### src/logic/shelf_pkg.sv
package shelf_pkg;

    localparam int RECT_NUM = 4;

    typedef logic [15:0]            pix_t;
    typedef logic [5:0]             chan_t;
    typedef logic [7:0]             sum_t;
    typedef logic [7:0]             coord_t;
    typedef logic [31:0]            rect_t;
    typedef logic [RECT_NUM*32-1:0] rect_bus_t;
    typedef logic [3:0]             label_t;
    typedef logic [RECT_NUM*4-1:0]  label_bus_t;
    typedef logic [7:0]             tally_t;
    typedef logic [7:0]             byte_t;

    typedef enum logic [2:0] {
        COL_RED, COL_GREEN, COL_BLUE, COL_YELLOW, COL_WHITE, COL_BLACK
    } color_t;

    typedef enum logic [2:0] {
        MODE_FREE, MODE_GET, MODE_PUT, MODE_PAY, MODE_WARN
    } mode_t;

    // frame and inspection window, in pixels
    localparam int     FRAME_W = 64;
    localparam int     FRAME_H = 48;
    localparam coord_t WIN_X1  = 8'd8;
    localparam coord_t WIN_X2  = 8'd55;
    localparam coord_t WIN_Y1  = 8'd8;
    localparam coord_t WIN_Y2  = 8'd39;

    // one sample every 8 pixels in x and y
    localparam coord_t SAMPLE_MASK = 8'h07;
    localparam tally_t TALLY_MIN   = 8'd4;

    // reference hues as {r, g, b}, 6 bits per channel
    localparam logic [17:0] PAL_RED    = {6'd63, 6'd0,  6'd0};
    localparam logic [17:0] PAL_GREEN  = {6'd0,  6'd63, 6'd0};
    localparam logic [17:0] PAL_BLUE   = {6'd0,  6'd0,  6'd63};
    localparam logic [17:0] PAL_YELLOW = {6'd32, 6'd32, 6'd0};

    // display colors, rotated so each class stands out
    localparam pix_t SHOW_RED    = 16'h07E0;
    localparam pix_t SHOW_GREEN  = 16'h001F;
    localparam pix_t SHOW_BLUE   = 16'hF800;
    localparam pix_t SHOW_YELLOW = 16'h8410;
    localparam pix_t SHOW_WHITE  = 16'h0000;
    localparam pix_t SHOW_BLACK  = 16'hFFFF;

    localparam byte_t PRICE_1 = 8'd2;
    localparam byte_t PRICE_2 = 8'd2;
    localparam byte_t PRICE_3 = 8'd2;
    localparam byte_t PRICE_4 = 8'd4;
    localparam byte_t PRICE_7 = 8'd2;

    localparam byte_t USER_NONE    = 8'd0;
    localparam byte_t USER_RESTOCK = 8'd99;

    localparam int HOLD_CYCLES = 200;

endpackage

### src/logic/checkout_ctrl.sv
`timescale 1ns/1ps

module checkout_ctrl import shelf_pkg::*; (
    input  logic       sys_clk,
    input  logic       sys_rst_n,
    input  logic       i_frame_done,
    input  label_bus_t i_label,
    input  byte_t      i_user,
    output byte_t      o_num,
    output byte_t      o_money,
    output byte_t      o_payment,
    output byte_t      o_user,
    output mode_t      o_pattern
);

    function automatic byte_t price_of(label_t lbl);
        byte_t p;
        case (lbl)
            4'd1:    p = PRICE_1;
            4'd2:    p = PRICE_2;
            4'd3:    p = PRICE_3;
            4'd4:    p = PRICE_4;
            4'd7:    p = PRICE_7;
            default: p = '0;
        endcase
        return p;
    endfunction

    logic [$clog2(RECT_NUM)-1:0] scan_idx;
    logic                        scan_on;
    logic                        settle;
    label_t                      cur_label;
    byte_t                       run_num;
    byte_t                       run_money;
    byte_t                       last_num;
    byte_t                       last_money;
    logic [15:0]                 hold_cnt;

    assign cur_label = i_label[scan_idx*4 +: 4];

    // cycles spent showing a payment or a warning
    always_ff @(posedge sys_clk or negedge sys_rst_n) begin
        if (!sys_rst_n)
            hold_cnt <= '0;
        else if (o_pattern == MODE_PAY || o_pattern == MODE_WARN) begin
            if (hold_cnt != '1)
                hold_cnt <= hold_cnt + 1'b1;
        end else
            hold_cnt <= '0;
    end

    // ****************************************
    // label scan, then one settle cycle
    always_ff @(posedge sys_clk or negedge sys_rst_n) begin
        if (!sys_rst_n) begin
            scan_idx   <= '0;
            scan_on    <= 1'b0;
            settle     <= 1'b0;
            run_num    <= '0;
            run_money  <= '0;
            last_num   <= '0;
            last_money <= '0;
            o_num      <= '0;
            o_money    <= '0;
            o_payment  <= '0;
            o_user     <= '0;
            o_pattern  <= MODE_FREE;
        end else begin
            settle <= 1'b0;
            if (i_frame_done) begin
                scan_on  <= 1'b1;
                scan_idx <= '0;
            end else if (scan_on) begin
                if (cur_label != '0) begin
                    run_num   <= run_num + 1'b1;
                    run_money <= run_money + price_of(cur_label);
                end
                if (scan_idx == RECT_NUM - 1) begin
                    scan_on <= 1'b0;
                    settle  <= 1'b1;
                end else begin
                    scan_idx <= scan_idx + 1'b1;
                end
            end else if (settle) begin
                run_num   <= '0;
                run_money <= '0;
                case (o_pattern)
                    MODE_FREE: begin
                        if (run_num < o_num) begin
                            // something left the shelf without a user
                            o_num     <= '0;
                            o_money   <= '0;
                            o_payment <= '0;
                            o_pattern <= MODE_WARN;
                        end else if (i_user == USER_RESTOCK) begin
                            o_pattern <= MODE_PUT;
                        end else if (i_user != USER_NONE) begin
                            last_num   <= o_num;
                            last_money <= o_money;
                            o_user     <= i_user;
                            o_pattern  <= MODE_GET;
                        end else begin
                            o_num     <= run_num;
                            o_money   <= run_money;
                            o_payment <= '0;
                        end
                    end
                    MODE_GET: begin
                        if (i_user == USER_NONE) begin
                            o_num     <= last_num;
                            o_money   <= last_money;
                            o_payment <= last_money - run_money;
                            o_pattern <= MODE_PAY;
                        end
                    end
                    MODE_PUT: begin
                        if (i_user == USER_NONE) begin
                            o_num     <= run_num;
                            o_pattern <= MODE_FREE;
                        end
                    end
                    default: begin
                        // pay or warn, leave after the hold
                        if (hold_cnt > HOLD_CYCLES) begin
                            o_num     <= run_num;
                            o_pattern <= MODE_FREE;
                            if (o_pattern == MODE_PAY)
                                o_user <= i_user;
                        end
                    end
                endcase
            end
        end
    end

endmodule

### src/logic/color_classifier.sv
`timescale 1ns/1ps

module color_classifier import shelf_pkg::*; (
    input  logic   sys_clk,
    input  logic   sys_rst_n,
    input  logic   i_valid,
    input  pix_t   i_pix,
    input  logic   i_in_win,
    input  sum_t   i_match_err,
    input  sum_t   i_v_min,
    input  sum_t   i_v_max,
    input  sum_t   i_white_min,
    output color_t o_color,
    output logic   o_valid,
    output pix_t   o_pix
);

    function automatic chan_t abs_diff(chan_t a, chan_t b);
        return (a > b) ? a - b : b - a;
    endfunction

    // L1 distance from a palette hue
    function automatic sum_t hue_dist(logic [17:0] pal, chan_t r, chan_t g, chan_t b);
        sum_t d;
        d = sum_t'(abs_diff(r, pal[17:12])) + sum_t'(abs_diff(g, pal[11:6])) +
            sum_t'(abs_diff(b, pal[5:0]));
        return d;
    endfunction

    chan_t  ch_r;
    chan_t  ch_g;
    chan_t  ch_b;
    sum_t   ch_sum;
    logic   in_range;
    logic   hit_red;
    logic   hit_green;
    logic   hit_blue;
    logic   hit_yellow;
    color_t color_next;
    logic   valid_d1;
    pix_t   pix_d1;
    pix_t   show_pix;

    // 565 to 666
    assign ch_r   = {i_pix[15:11], 1'b0};
    assign ch_g   = i_pix[10:5];
    assign ch_b   = {i_pix[4:0], 1'b0};
    assign ch_sum = sum_t'(ch_r) + sum_t'(ch_g) + sum_t'(ch_b);

    assign in_range   = (ch_sum >= i_v_min) && (ch_sum <= i_v_max);
    assign hit_red    = in_range && (hue_dist(PAL_RED, ch_r, ch_g, ch_b) <= i_match_err);
    assign hit_green  = in_range && (hue_dist(PAL_GREEN, ch_r, ch_g, ch_b) <= i_match_err);
    assign hit_blue   = in_range && (hue_dist(PAL_BLUE, ch_r, ch_g, ch_b) <= i_match_err);
    assign hit_yellow = in_range && (hue_dist(PAL_YELLOW, ch_r, ch_g, ch_b) <= i_match_err);

    always_comb begin
        if (hit_red)
            color_next = COL_RED;
        else if (hit_green)
            color_next = COL_GREEN;
        else if (hit_blue)
            color_next = COL_BLUE;
        else if (hit_yellow)
            color_next = COL_YELLOW;
        else if (ch_sum > i_white_min)
            color_next = COL_WHITE;
        else
            color_next = COL_BLACK;
    end

    // ****************************************
    // stage 1, class beside the locator
    always_ff @(posedge sys_clk or negedge sys_rst_n) begin
        if (!sys_rst_n) begin
            o_color  <= COL_RED;
            valid_d1 <= 1'b0;
        end else begin
            valid_d1 <= i_valid;
            if (i_valid)
                o_color <= color_next;
        end
    end

    always_ff @(posedge sys_clk) begin
        if (i_valid)
            pix_d1 <= i_pix;
    end

    always_comb begin
        case (o_color)
            COL_RED:    show_pix = SHOW_RED;
            COL_GREEN:  show_pix = SHOW_GREEN;
            COL_BLUE:   show_pix = SHOW_BLUE;
            COL_YELLOW: show_pix = SHOW_YELLOW;
            COL_WHITE:  show_pix = SHOW_WHITE;
            default:    show_pix = SHOW_BLACK;
        endcase
    end

    // ****************************************
    // stage 2, recolor inside the window only
    always_ff @(posedge sys_clk or negedge sys_rst_n) begin
        if (!sys_rst_n) begin
            o_valid <= 1'b0;
            o_pix   <= '0;
        end else begin
            o_valid <= valid_d1;
            o_pix   <= i_in_win ? show_pix : pix_d1;
        end
    end

endmodule

### src/logic/pixel_locator.sv
`timescale 1ns/1ps

module pixel_locator import shelf_pkg::*; (
    input  logic   sys_clk,
    input  logic   sys_rst_n,
    input  logic   i_valid,
    output logic   o_valid,
    output coord_t o_x,
    output coord_t o_y,
    output logic   o_in_win
);

    // position of the next valid pixel
    coord_t x_cnt;
    coord_t y_cnt;
    logic   in_win;

    assign in_win = (x_cnt >= WIN_X1) && (x_cnt <= WIN_X2) &&
                    (y_cnt >= WIN_Y1) && (y_cnt <= WIN_Y2);

    // raster counters
    always_ff @(posedge sys_clk or negedge sys_rst_n) begin
        if (!sys_rst_n) begin
            x_cnt <= '0;
            y_cnt <= '0;
        end else if (i_valid) begin
            if (x_cnt == coord_t'(FRAME_W - 1)) begin
                x_cnt <= '0;
                if (y_cnt == coord_t'(FRAME_H - 1))
                    y_cnt <= '0;
                else
                    y_cnt <= y_cnt + 1'b1;
            end else begin
                x_cnt <= x_cnt + 1'b1;
            end
        end
    end

    // position travels one cycle behind the pixel
    always_ff @(posedge sys_clk or negedge sys_rst_n) begin
        if (!sys_rst_n) begin
            o_valid  <= 1'b0;
            o_x      <= '0;
            o_y      <= '0;
            o_in_win <= 1'b0;
        end else begin
            o_valid  <= i_valid;
            o_x      <= x_cnt;
            o_y      <= y_cnt;
            o_in_win <= i_valid && in_win;
        end
    end

endmodule

### src/logic/rect_tally.sv
`timescale 1ns/1ps

module rect_tally import shelf_pkg::*; (
    input  logic       sys_clk,
    input  logic       sys_rst_n,
    input  logic       i_valid,
    input  coord_t     i_x,
    input  coord_t     i_y,
    input  logic       i_in_win,
    input  color_t     i_color,
    input  rect_bus_t  i_item,
    output rect_bus_t  o_item,
    output label_bus_t o_label,
    output logic       o_frame_done
);

    // rectangle bytes are in units of 4 pixels
    function automatic logic in_rect(rect_t r, coord_t x, coord_t y);
        coord_t cx;
        coord_t cy;
        cx = x >> 2;
        cy = y >> 2;
        return (cx >= r[31:24]) && (cy >= r[23:16]) && (cx <= r[15:8]) && (cy <= r[7:0]);
    endfunction

    function automatic label_t pick_label(tally_t t_red, tally_t t_green, tally_t t_blue,
                                          tally_t t_yellow, tally_t t_black);
        label_t lbl;
        if (t_green > TALLY_MIN)
            lbl = 4'd1;
        else if (t_blue > TALLY_MIN)
            lbl = 4'd2;
        else if (t_yellow > TALLY_MIN)
            lbl = 4'd3;
        else if (t_red > TALLY_MIN && t_black > TALLY_MIN)
            lbl = 4'd4;
        else if (t_red > TALLY_MIN)
            lbl = 4'd7;
        else
            lbl = 4'd0;
        return lbl;
    endfunction

    rect_t  item_r [RECT_NUM];
    tally_t tally  [RECT_NUM][6];
    logic   win_start;
    logic   win_end;
    logic   sample;

    assign win_start = i_valid && i_in_win && (i_x == WIN_X1) && (i_y == WIN_Y1);
    assign win_end   = i_valid && i_in_win && (i_x == WIN_X2) && (i_y == WIN_Y2);
    assign sample    = i_valid && i_in_win &&
                       ((i_x & SAMPLE_MASK) == '0) && ((i_y & SAMPLE_MASK) == '0);

    // ****************************************
    always_ff @(posedge sys_clk or negedge sys_rst_n) begin
        if (!sys_rst_n) begin
            for (int k = 0; k < RECT_NUM; k++) begin
                item_r[k] <= '0;
                for (int c = 0; c < 6; c++)
                    tally[k][c] <= '0;
            end
            o_item       <= '0;
            o_label      <= '0;
            o_frame_done <= 1'b0;
        end else begin
            o_frame_done <= win_end;
            for (int k = 0; k < RECT_NUM; k++) begin
                if (win_start) begin
                    // new frame, take fresh rectangles
                    item_r[k] <= i_item[k*32 +: 32];
                    for (int c = 0; c < 6; c++)
                        tally[k][c] <= '0;
                    // the start pixel is itself a sample
                    if (sample && in_rect(i_item[k*32 +: 32], i_x, i_y))
                        tally[k][i_color] <= 8'd1;
                end else if (sample && in_rect(item_r[k], i_x, i_y)) begin
                    // saturate at full scale
                    if (tally[k][i_color] != '1)
                        tally[k][i_color] <= tally[k][i_color] + 1'b1;
                end else if (win_end) begin
                    o_item[k*32 +: 32] <= item_r[k];
                    o_label[k*4 +: 4]  <= pick_label(tally[k][COL_RED], tally[k][COL_GREEN],
                                                     tally[k][COL_BLUE], tally[k][COL_YELLOW],
                                                     tally[k][COL_BLACK]);
                end
            end
        end
    end

endmodule

### src/logic/shelf_top.sv
`timescale 1ns/1ps

module shelf_top import shelf_pkg::*; (
    input  logic       sys_clk,
    input  logic       sys_rst_n,
    input  sum_t       i_match_err,
    input  sum_t       i_v_min,
    input  sum_t       i_v_max,
    input  sum_t       i_white_min,
    input  rect_bus_t  i_item,
    input  byte_t      i_user,
    input  logic       i_valid,
    input  pix_t       i_pix,
    output logic       o_valid,
    output pix_t       o_pix,
    output rect_bus_t  o_item,
    output label_bus_t o_label,
    output byte_t      o_num,
    output byte_t      o_money,
    output byte_t      o_payment,
    output byte_t      o_user,
    output mode_t      o_pattern
);

    logic   loc_valid;
    coord_t loc_x;
    coord_t loc_y;
    logic   loc_in_win;
    color_t pix_color;
    logic   frame_done;

    pixel_locator u_pixel_locator (
        .sys_clk   (sys_clk),
        .sys_rst_n (sys_rst_n),
        .i_valid   (i_valid),
        .o_valid   (loc_valid),
        .o_x       (loc_x),
        .o_y       (loc_y),
        .o_in_win  (loc_in_win)
    );

    color_classifier u_color_classifier (
        .sys_clk     (sys_clk),
        .sys_rst_n   (sys_rst_n),
        .i_valid     (i_valid),
        .i_pix       (i_pix),
        .i_in_win    (loc_in_win),
        .i_match_err (i_match_err),
        .i_v_min     (i_v_min),
        .i_v_max     (i_v_max),
        .i_white_min (i_white_min),
        .o_color     (pix_color),
        .o_valid     (o_valid),
        .o_pix       (o_pix)
    );

    rect_tally u_rect_tally (
        .sys_clk      (sys_clk),
        .sys_rst_n    (sys_rst_n),
        .i_valid      (loc_valid),
        .i_x          (loc_x),
        .i_y          (loc_y),
        .i_in_win     (loc_in_win),
        .i_color      (pix_color),
        .i_item       (i_item),
        .o_item       (o_item),
        .o_label      (o_label),
        .o_frame_done (frame_done)
    );

    checkout_ctrl u_checkout_ctrl (
        .sys_clk      (sys_clk),
        .sys_rst_n    (sys_rst_n),
        .i_frame_done (frame_done),
        .i_label      (o_label),
        .i_user       (i_user),
        .o_num        (o_num),
        .o_money      (o_money),
        .o_payment    (o_payment),
        .o_user       (o_user),
        .o_pattern    (o_pattern)
    );

endmodule

### config.mk
export PLATFORM = sky130hd
export DESIGN_NAME = shelf_top
export DESIGN_NICKNAME = d
export VERILOG_FILES = /design/src/logic/shelf_pkg.sv /design/src/logic/checkout_ctrl.sv /design/src/logic/color_classifier.sv /design/src/logic/pixel_locator.sv /design/src/logic/rect_tally.sv /design/src/logic/shelf_top.sv
export SDC_FILE = /design/constraint.sdc
export NUM_CORES = 2
export LEC_CHECK = 0
export BUFFER_PORTS_ARGS = -buffer_cell sky130_fd_sc_hd__buf_2
export CAP_MARGIN = 15
export CORE_MARGIN = 2
export CORE_UTILIZATION = 50
export DETAILED_ROUTE_END_ITERATION = 8
export GPL_ROUTABILITY_DRIVEN = 0
export PLACE_DENSITY = 0.77
export SYNTH_ARGS = -nofsm -noshare
export SYNTH_HDL_FRONTEND = slang
export SYNTH_HIERARCHICAL = 1
export SYNTH_SLANG_ARGS = --single-unit
### constraint.sdc
create_clock -name sys_clk -period 3.5 [get_ports sys_clk]
set_input_delay 0.175 -clock sys_clk [delete_from_list [all_inputs] [get_ports sys_clk]]
set_output_delay 0.175 -clock sys_clk [all_outputs]
set_load 0.05 [all_outputs]
# --- Word-level counts from Yosys, hierarchy flattened ---
# Index checks and enable logic that the tools add are counted.
totals:
  register_bits: 622
  in_bits: 187
  wordCells: 432
classes:
  bitwise: 11
  n_eq_ne: 37
  order_cmp: 75
  n_shift: 1
  addsub: 34
  muxes: 121
  n_reduce_logical: 93
op_table:
  columns: ["operator", "n"]
  rows:
  - ["48-bit two-way mux", 12]
  - ["8-bit two-way mux", 38]
  - ["48-bit bitwise mux", 4]
  - ["41-bit two-way mux", 4]
  - ["8-bit by 3-bit > comparator with 1-bit output (second input constant)", 20]
  - ["6-bit by 8-bit >= comparator with 1-bit output", 16]
  - ["6-bit by 8-bit <= comparator with 1-bit output", 16]
  - ["8-bit binary-select mux with 3-bit select", 4]
  - ["16-bit one-hot mux with 5 select lines", 1]
  - ["4-bit two-way mux", 16]
  - ["8-bit by 1-bit adder with 8-bit output (second input constant)", 7]
  - ["1-bit logical AND", 53]
  - ["16-bit two-way mux", 3]
  - ["6-bit two-way mux", 8]
  - ["8-bit one-hot mux with 2 select lines", 3]
  - ["3-bit two-way mux", 14]
  - ["8-bit by 6-bit adder with 8-bit output", 5]
  - ["8-bit <= comparator", 5]
  - ["6-bit by 6-bit adder with 7-bit output", 5]
  - ["8-bit by 6-bit == test with 1-bit output (second input constant)", 4]
  - ["8-bit inequality test (second input constant)", 4]
  - ["6-bit > comparator (second input constant)", 5]
  - ["6-bit subtractor (first input constant)", 5]
  - ["6-bit subtractor (second input constant)", 5]
  - ["other kinds (50)", 115]

# --- Longest topological paths before layout ---
depth:
  word_depth: 10
  mapped_depth: 23

# --- Hierarchy ---
# Netlist, hierarchy kept.
modules_own_cells:
  columns: ["module", "area_per_inst_um2", "cells_per_inst", "instances"]
  rows:
  - ["rect_tally", 25306.8, 2780, 1]
  - ["checkout_ctrl", 4677.0, 437, 1]
  - ["color_classifier", 4383.0, 457, 1]
  - ["pixel_locator", 1311.3, 103, 1]

# --- Worst setup path before layout ---
# Ideal clock, no wire load.
synth_timing:
  path_type: "input to register"
  start: "in i_pix[5]"
  end: "reg u_color_classifier.o_color[0]"
  t_arrival_ns: 3.770
  setup_time_ns: 0.123
  cell_stages: 23
  slack_ns: -0.392
  n_path_buf: 0
  path_cell_list: "inv_1 > ha_1 > nor3b_1 > nand2_1 > mux2_2 > inv_2 > fa_1 > inv_1 > ha_1 > inv_1 > fa_1 > inv_1 > a21oi_1 > o21bai_1 > xor2_1 > ha_1 > a21oi_1 > nor2b_1 > o21ai_1 > a31oi_4 > nor2_4 > o211ai_2 > o221a_2"
synth_between:
  elab_chain_cells: 10
  word_cells_on_any_way: 38
synth_lines:
  columns: ["element", "line", "source"]
  rows:
  - ["start, declared", "shelf_top.sv:13", "input pix_t i_pix,"]
  - ["6-bit subtractor or 6-bit > comparator (tied branches)", "color_classifier.sv:19", "return (a > b) ? a - b : b - a;"]
  - ["6-bit two-way mux", "color_classifier.sv:19", null]
  - ["6-bit by 6-bit adder with 7-bit output", "color_classifier.sv:25", "d = sum_t'(abs_diff(r, pal[17:12])) + sum_t'(abs_diff(g, pal[11:6])) +"]
  - ["8-bit by 6-bit adder with 8-bit output", "color_classifier.sv:25", null]
  - ["8-bit <= comparator", "color_classifier.sv:54", "assign hit_yellow = in_range && (hue_dist(PAL_YELLOW, ch_r, ch_g, ch_b) <= i_match_err);"]
  - ["1-bit logical AND", "color_classifier.sv:54", null]
  - ["3-bit two-way mux", "color_classifier.sv:63", "else if (hit_yellow)"]
  - ["3-bit two-way mux", "color_classifier.sv:61", "else if (hit_blue)"]
  - ["3-bit two-way mux", "color_classifier.sv:59", "else if (hit_green)"]
  - ["3-bit two-way mux *", "color_classifier.sv:57", "if (hit_red)"]
  - ["end signal, assigned", "color_classifier.sv:80", "o_color <= color_next;"]
  - ["end, declared", "color_classifier.sv:13", "output color_t o_color,"]
# Mark *: on every way between the ends. The rest lies on a longest branch, timed or not.
# A chain may end at the register's enable or synchronous reset.

# --- Worst setup path after layout ---
# Same ends and word-level chain as after synthesis.

==> impl_metrics.ini <==
[routing]
initialDrtViolationCount = 3311
vias = 32160
routedWlPerCell_um = 20.47
drcViolationCount = 0
first_pass_iters = 8
vias_per_cell = 5.867
drt_wl_total_mm = 112.2
ant_nets = 0

[clocking]
clock_path_buffers = 3
cts_tree = built
cts_buffers = 70
path_clk_slew_ps = 60
cts.sinks = 618
insertion_delay_ps = 640
ctsHtreeMaxLevel = 3
clockRootBuffer = clkbuf_16

[worst_setup_path]
worstSetupPathType = input port to flop
slowest_delay_ps = 480
cp_top_family = adder cells
critPathLaunch = i_pix[5]
worstPathArrival_ps = 3980
cp_num_buf_inv = 3
worst_setup_path_end_kind = flop
crit_path_top_delay_cell = fa_1
r2r_slack_ps = 130
cp.required_ps = 4010
cp-start-kind = input port
path_cells = buf_8, clkinvlp_4, nand3_2, or2_4, o21ai_2, nor2b_4, xnor2_1, fa_1, inv_1, ha_1, fa_2, a21o_1, a21oi_2, xnor2_1, ha_1, nand3_1, a21boi_0, o32ai_2, o21a_1, o221a_2
critPathMaxFanout = 4
r2r-end = u_rect_tally/tally[101]
r2r_cells = 14
reg2reg_from = u_color_classifier/o_color[0]

[place]
placed_area_sq_um = 40230
dp_hpwl_mm = 78.83
portBuffers = 378
dp_worst_setup_slack_ps = -528.3
placedCellCount = 5186

[logic_synthesis]
synthTopCellsByArea = dfrtp_1 (42%), ha_1 (10%), nand2_1 (7.1%)
synth_edf_count = 16
netlist_instances = 3777
yosysTopAreaCell = dfrtp_1
yosysUniqueCellTypes = 111
ys.flop_type = dfrtp_1
ys_ff_latch = 618
ys_seq_area_frac = 0.4357
yosysWarnings = 6
syn_area_sq_um = 35680
async_reset_ff_frac = 0.9741
synth_top_area_frac = 0.4222
avgSynthCellArea_sq_um = 9.446

[hold_path]
holdCritPathClass = input port to flop
whs_path_depth = 3
hold_end = u_color_classifier/pix_d1[3]
hold_start = i_pix[3]

[global_route]
grt_antenna_before_repair = 10
grt_pass1_vias = 31990
track_usage = 0.2984
grt_remaining_overflow = 0
grt_pass1_wl_mm = 175.2
grt_max_degree = 127

[timing]
max_slew_margin = 0.2890
hold_viol = 0
drv_slew = 0
finalClockSkew_ps = 35.50
tightest_slew_ps = 1057
fin_crit_sh = 0.9913
max_freq_ghz = 0.2882
rsz0062_at_grt = true
setup_violations = 0
fin_crit_ps = 3470
finalWorstSetupSlack_ps = 30.43

[floorplanning]
die_y_um = 271.1
row_count = 97
initial_core_util = 0.5068
ios = 383
die-area_sq_um = 73510
die_w_um = 271.1
coreArea_sq_um = 70390

[finish]
layout.cells.non_filler = 5481
final_area_sq_um = 44340
final_common_cell = nand2_1
final_util = 0.6298
fillers = 5489
final_cell_mix = nand2_1 (675), dfrtp_1 (598), buf_2 (376), o21ai_0 (322), ha_1 (292)
areaGrowthSynthToFinish_pct = 24.26
nNetsFinal = 4998
drive_above_1_share = 0.2061

[power_and_ir_drop]
p_switching_mw = 6.486
p_int_mw = 13.73
pwr-share-clk = 0.366
leakagePower_nw = 22.72
pwr_density_cell_nw_per_um2 = 456.1
worst_ir_drop_vdd_mv = 0.4948
sequentialPowerShare = 0.376
combPwrFrac = 0.258
switching_share = 0.3208
finalPower_mw = 20.22

[flow_run]
maxCapViolations = 0

[status]
status = complete, no violations
## per-stage QoR
step / setup TNS [ps] / hold slack [ps]
4_1_cts: 0 / 15.78
3_3_place_gp: -1204 / 244.4
2_1_floorplan: -452.2 / -120.6
3_5_place_dp: -1542 / 240.7
6_report: 0 / 48.02
5_1_grt: -231.2 / 50.76
## metal layers
metal  track usage  part of all wire  wire length, um
met5             0           0.00062               70
met4        0.1401             0.050             5573
met3       0.06843             0.095            10670
met2        0.4770              0.46            51510
met1        0.3853              0.40            44390
## how the worst max path moves through the flow
stage	endpoint	slack (ps)	cells past startpoint
floorplan	u_color_classifier/o_color[1]	-160	21
global placement	u_color_classifier/o_color[0]	-420	24
detailed placement	u_color_classifier/o_color[1]	-530	21
CTS	u_rect_tally/tally[102]	4	13
global route	u_color_classifier/o_color[0]	-130	24
finish	u_color_classifier/o_color[0]	30	20
## power by group through the flow
stage,logic (mW),clock network [mW],registers [mW]
2_1_floorplan,2.63,0,8.00
3_3_place_gp,4.63,0,7.71
6_report,5.21,7.41,7.60
3_5_place_dp,4.75,0,7.71
4_1_cts,4.95,7.51,7.59
5_1_grt,5.58,7.80,7.62
## area by class of cell
type | instances | area [sq um] | share of cell area
multi-input cells | 2696 | 18450 | 0.4160
flip-flops and latches | 618 | 15550 | 0.3508
repair buffers | 798 | 5705 | 0.1287
clock buffers | 98 | 1987 | 0.04482
well taps | 940 | 1176 | 0.02653
inverters | 297 | 1126 | 0.02540
clock inverters | 29 | 330.3 | 0.007450
diodes | 5 | 12.51 | 0.0002822
## cell usage after synthesis, drive strengths merged (26+ instances only)
master  count
fa         32
nand4      44
mux2       62
xor2       30
dfrtp     602
nand3      95
a21o       30
nor2b      35
mux2i     134
clkbuf    112
buf        57
nor2      227
nor3       67
nand2b     30
nand2     677
xnor2      40
o21ai     332
inv       295
o21a       27
o31ai      26
ha        298
a21oi     133
nor4       49
a22oi      26
o211ai     26
## cells by family (layout without fill, tap and decap cells)
logic type,count (synthesis),in the layout,share of synthesized area
other cells,2,10,0.0002105
fa+ha+maj,330,330,0.1225
buf+inv,466,1222,0.05457
xor+xnor,70,70,0.01739
mux,203,203,0.06169
flops,618,618,0.4357
compound gates,774,774,0.1388
simple gates,1314,1314,0.1691
## flip-flops by register name (all words and copies together), names as in the netlist, 2 cells and up
name                        count
u_rect_tally/tally            192
u_rect_tally/item_r           128
u_rect_tally/o_item           128
u_checkout_ctrl/hold_cnt       16
u_color_classifier/o_pix       16
u_color_classifier/pix_d1      16
u_rect_tally/o_label           12
u_checkout_ctrl/last_money      8
u_checkout_ctrl/last_num        8
u_checkout_ctrl/o_money         8
u_checkout_ctrl/o_num           8
u_checkout_ctrl/o_payment       8
u_checkout_ctrl/o_user          8
u_checkout_ctrl/run_num         8
u_pixel_locator/o_x             8
u_pixel_locator/o_y             8
u_pixel_locator/x_cnt           8
u_pixel_locator/y_cnt           8
u_checkout_ctrl/run_money       7
u_checkout_ctrl/o_pattern       3
u_color_classifier/o_color      3
u_checkout_ctrl/scan_idx        2
## worst reg2reg max path, cell delays in order, from the launching register on
cell and delay [ps]:
dfrtp_4 610, buf_12 240, mux2i_1 170, o22ai_1 160, a21oi_1 80, inv_1 120, ha_1 220, or4b_1 530
nor4_4 260, nand3b_1 220, buf_4 180, nor2_1 60, buf_4 160, a22oi_1 180, nor2_1 60
## repair_timing
| item | 4_1_cts | 5_1_grt |
|---|---|---|
| endpoints found under the hold margin | 231 | 1 |
| setup endpoints to repair | 2 | 99 |
| gates cloned | 0 | 0 |
| hold buffers | 153 | 1 |
| resized for setup | 1 | 38 |
| pin swaps | 0 | 26 |
| buffers inserted | 0 | 10 |
Power figures use the tool's default switching activity.
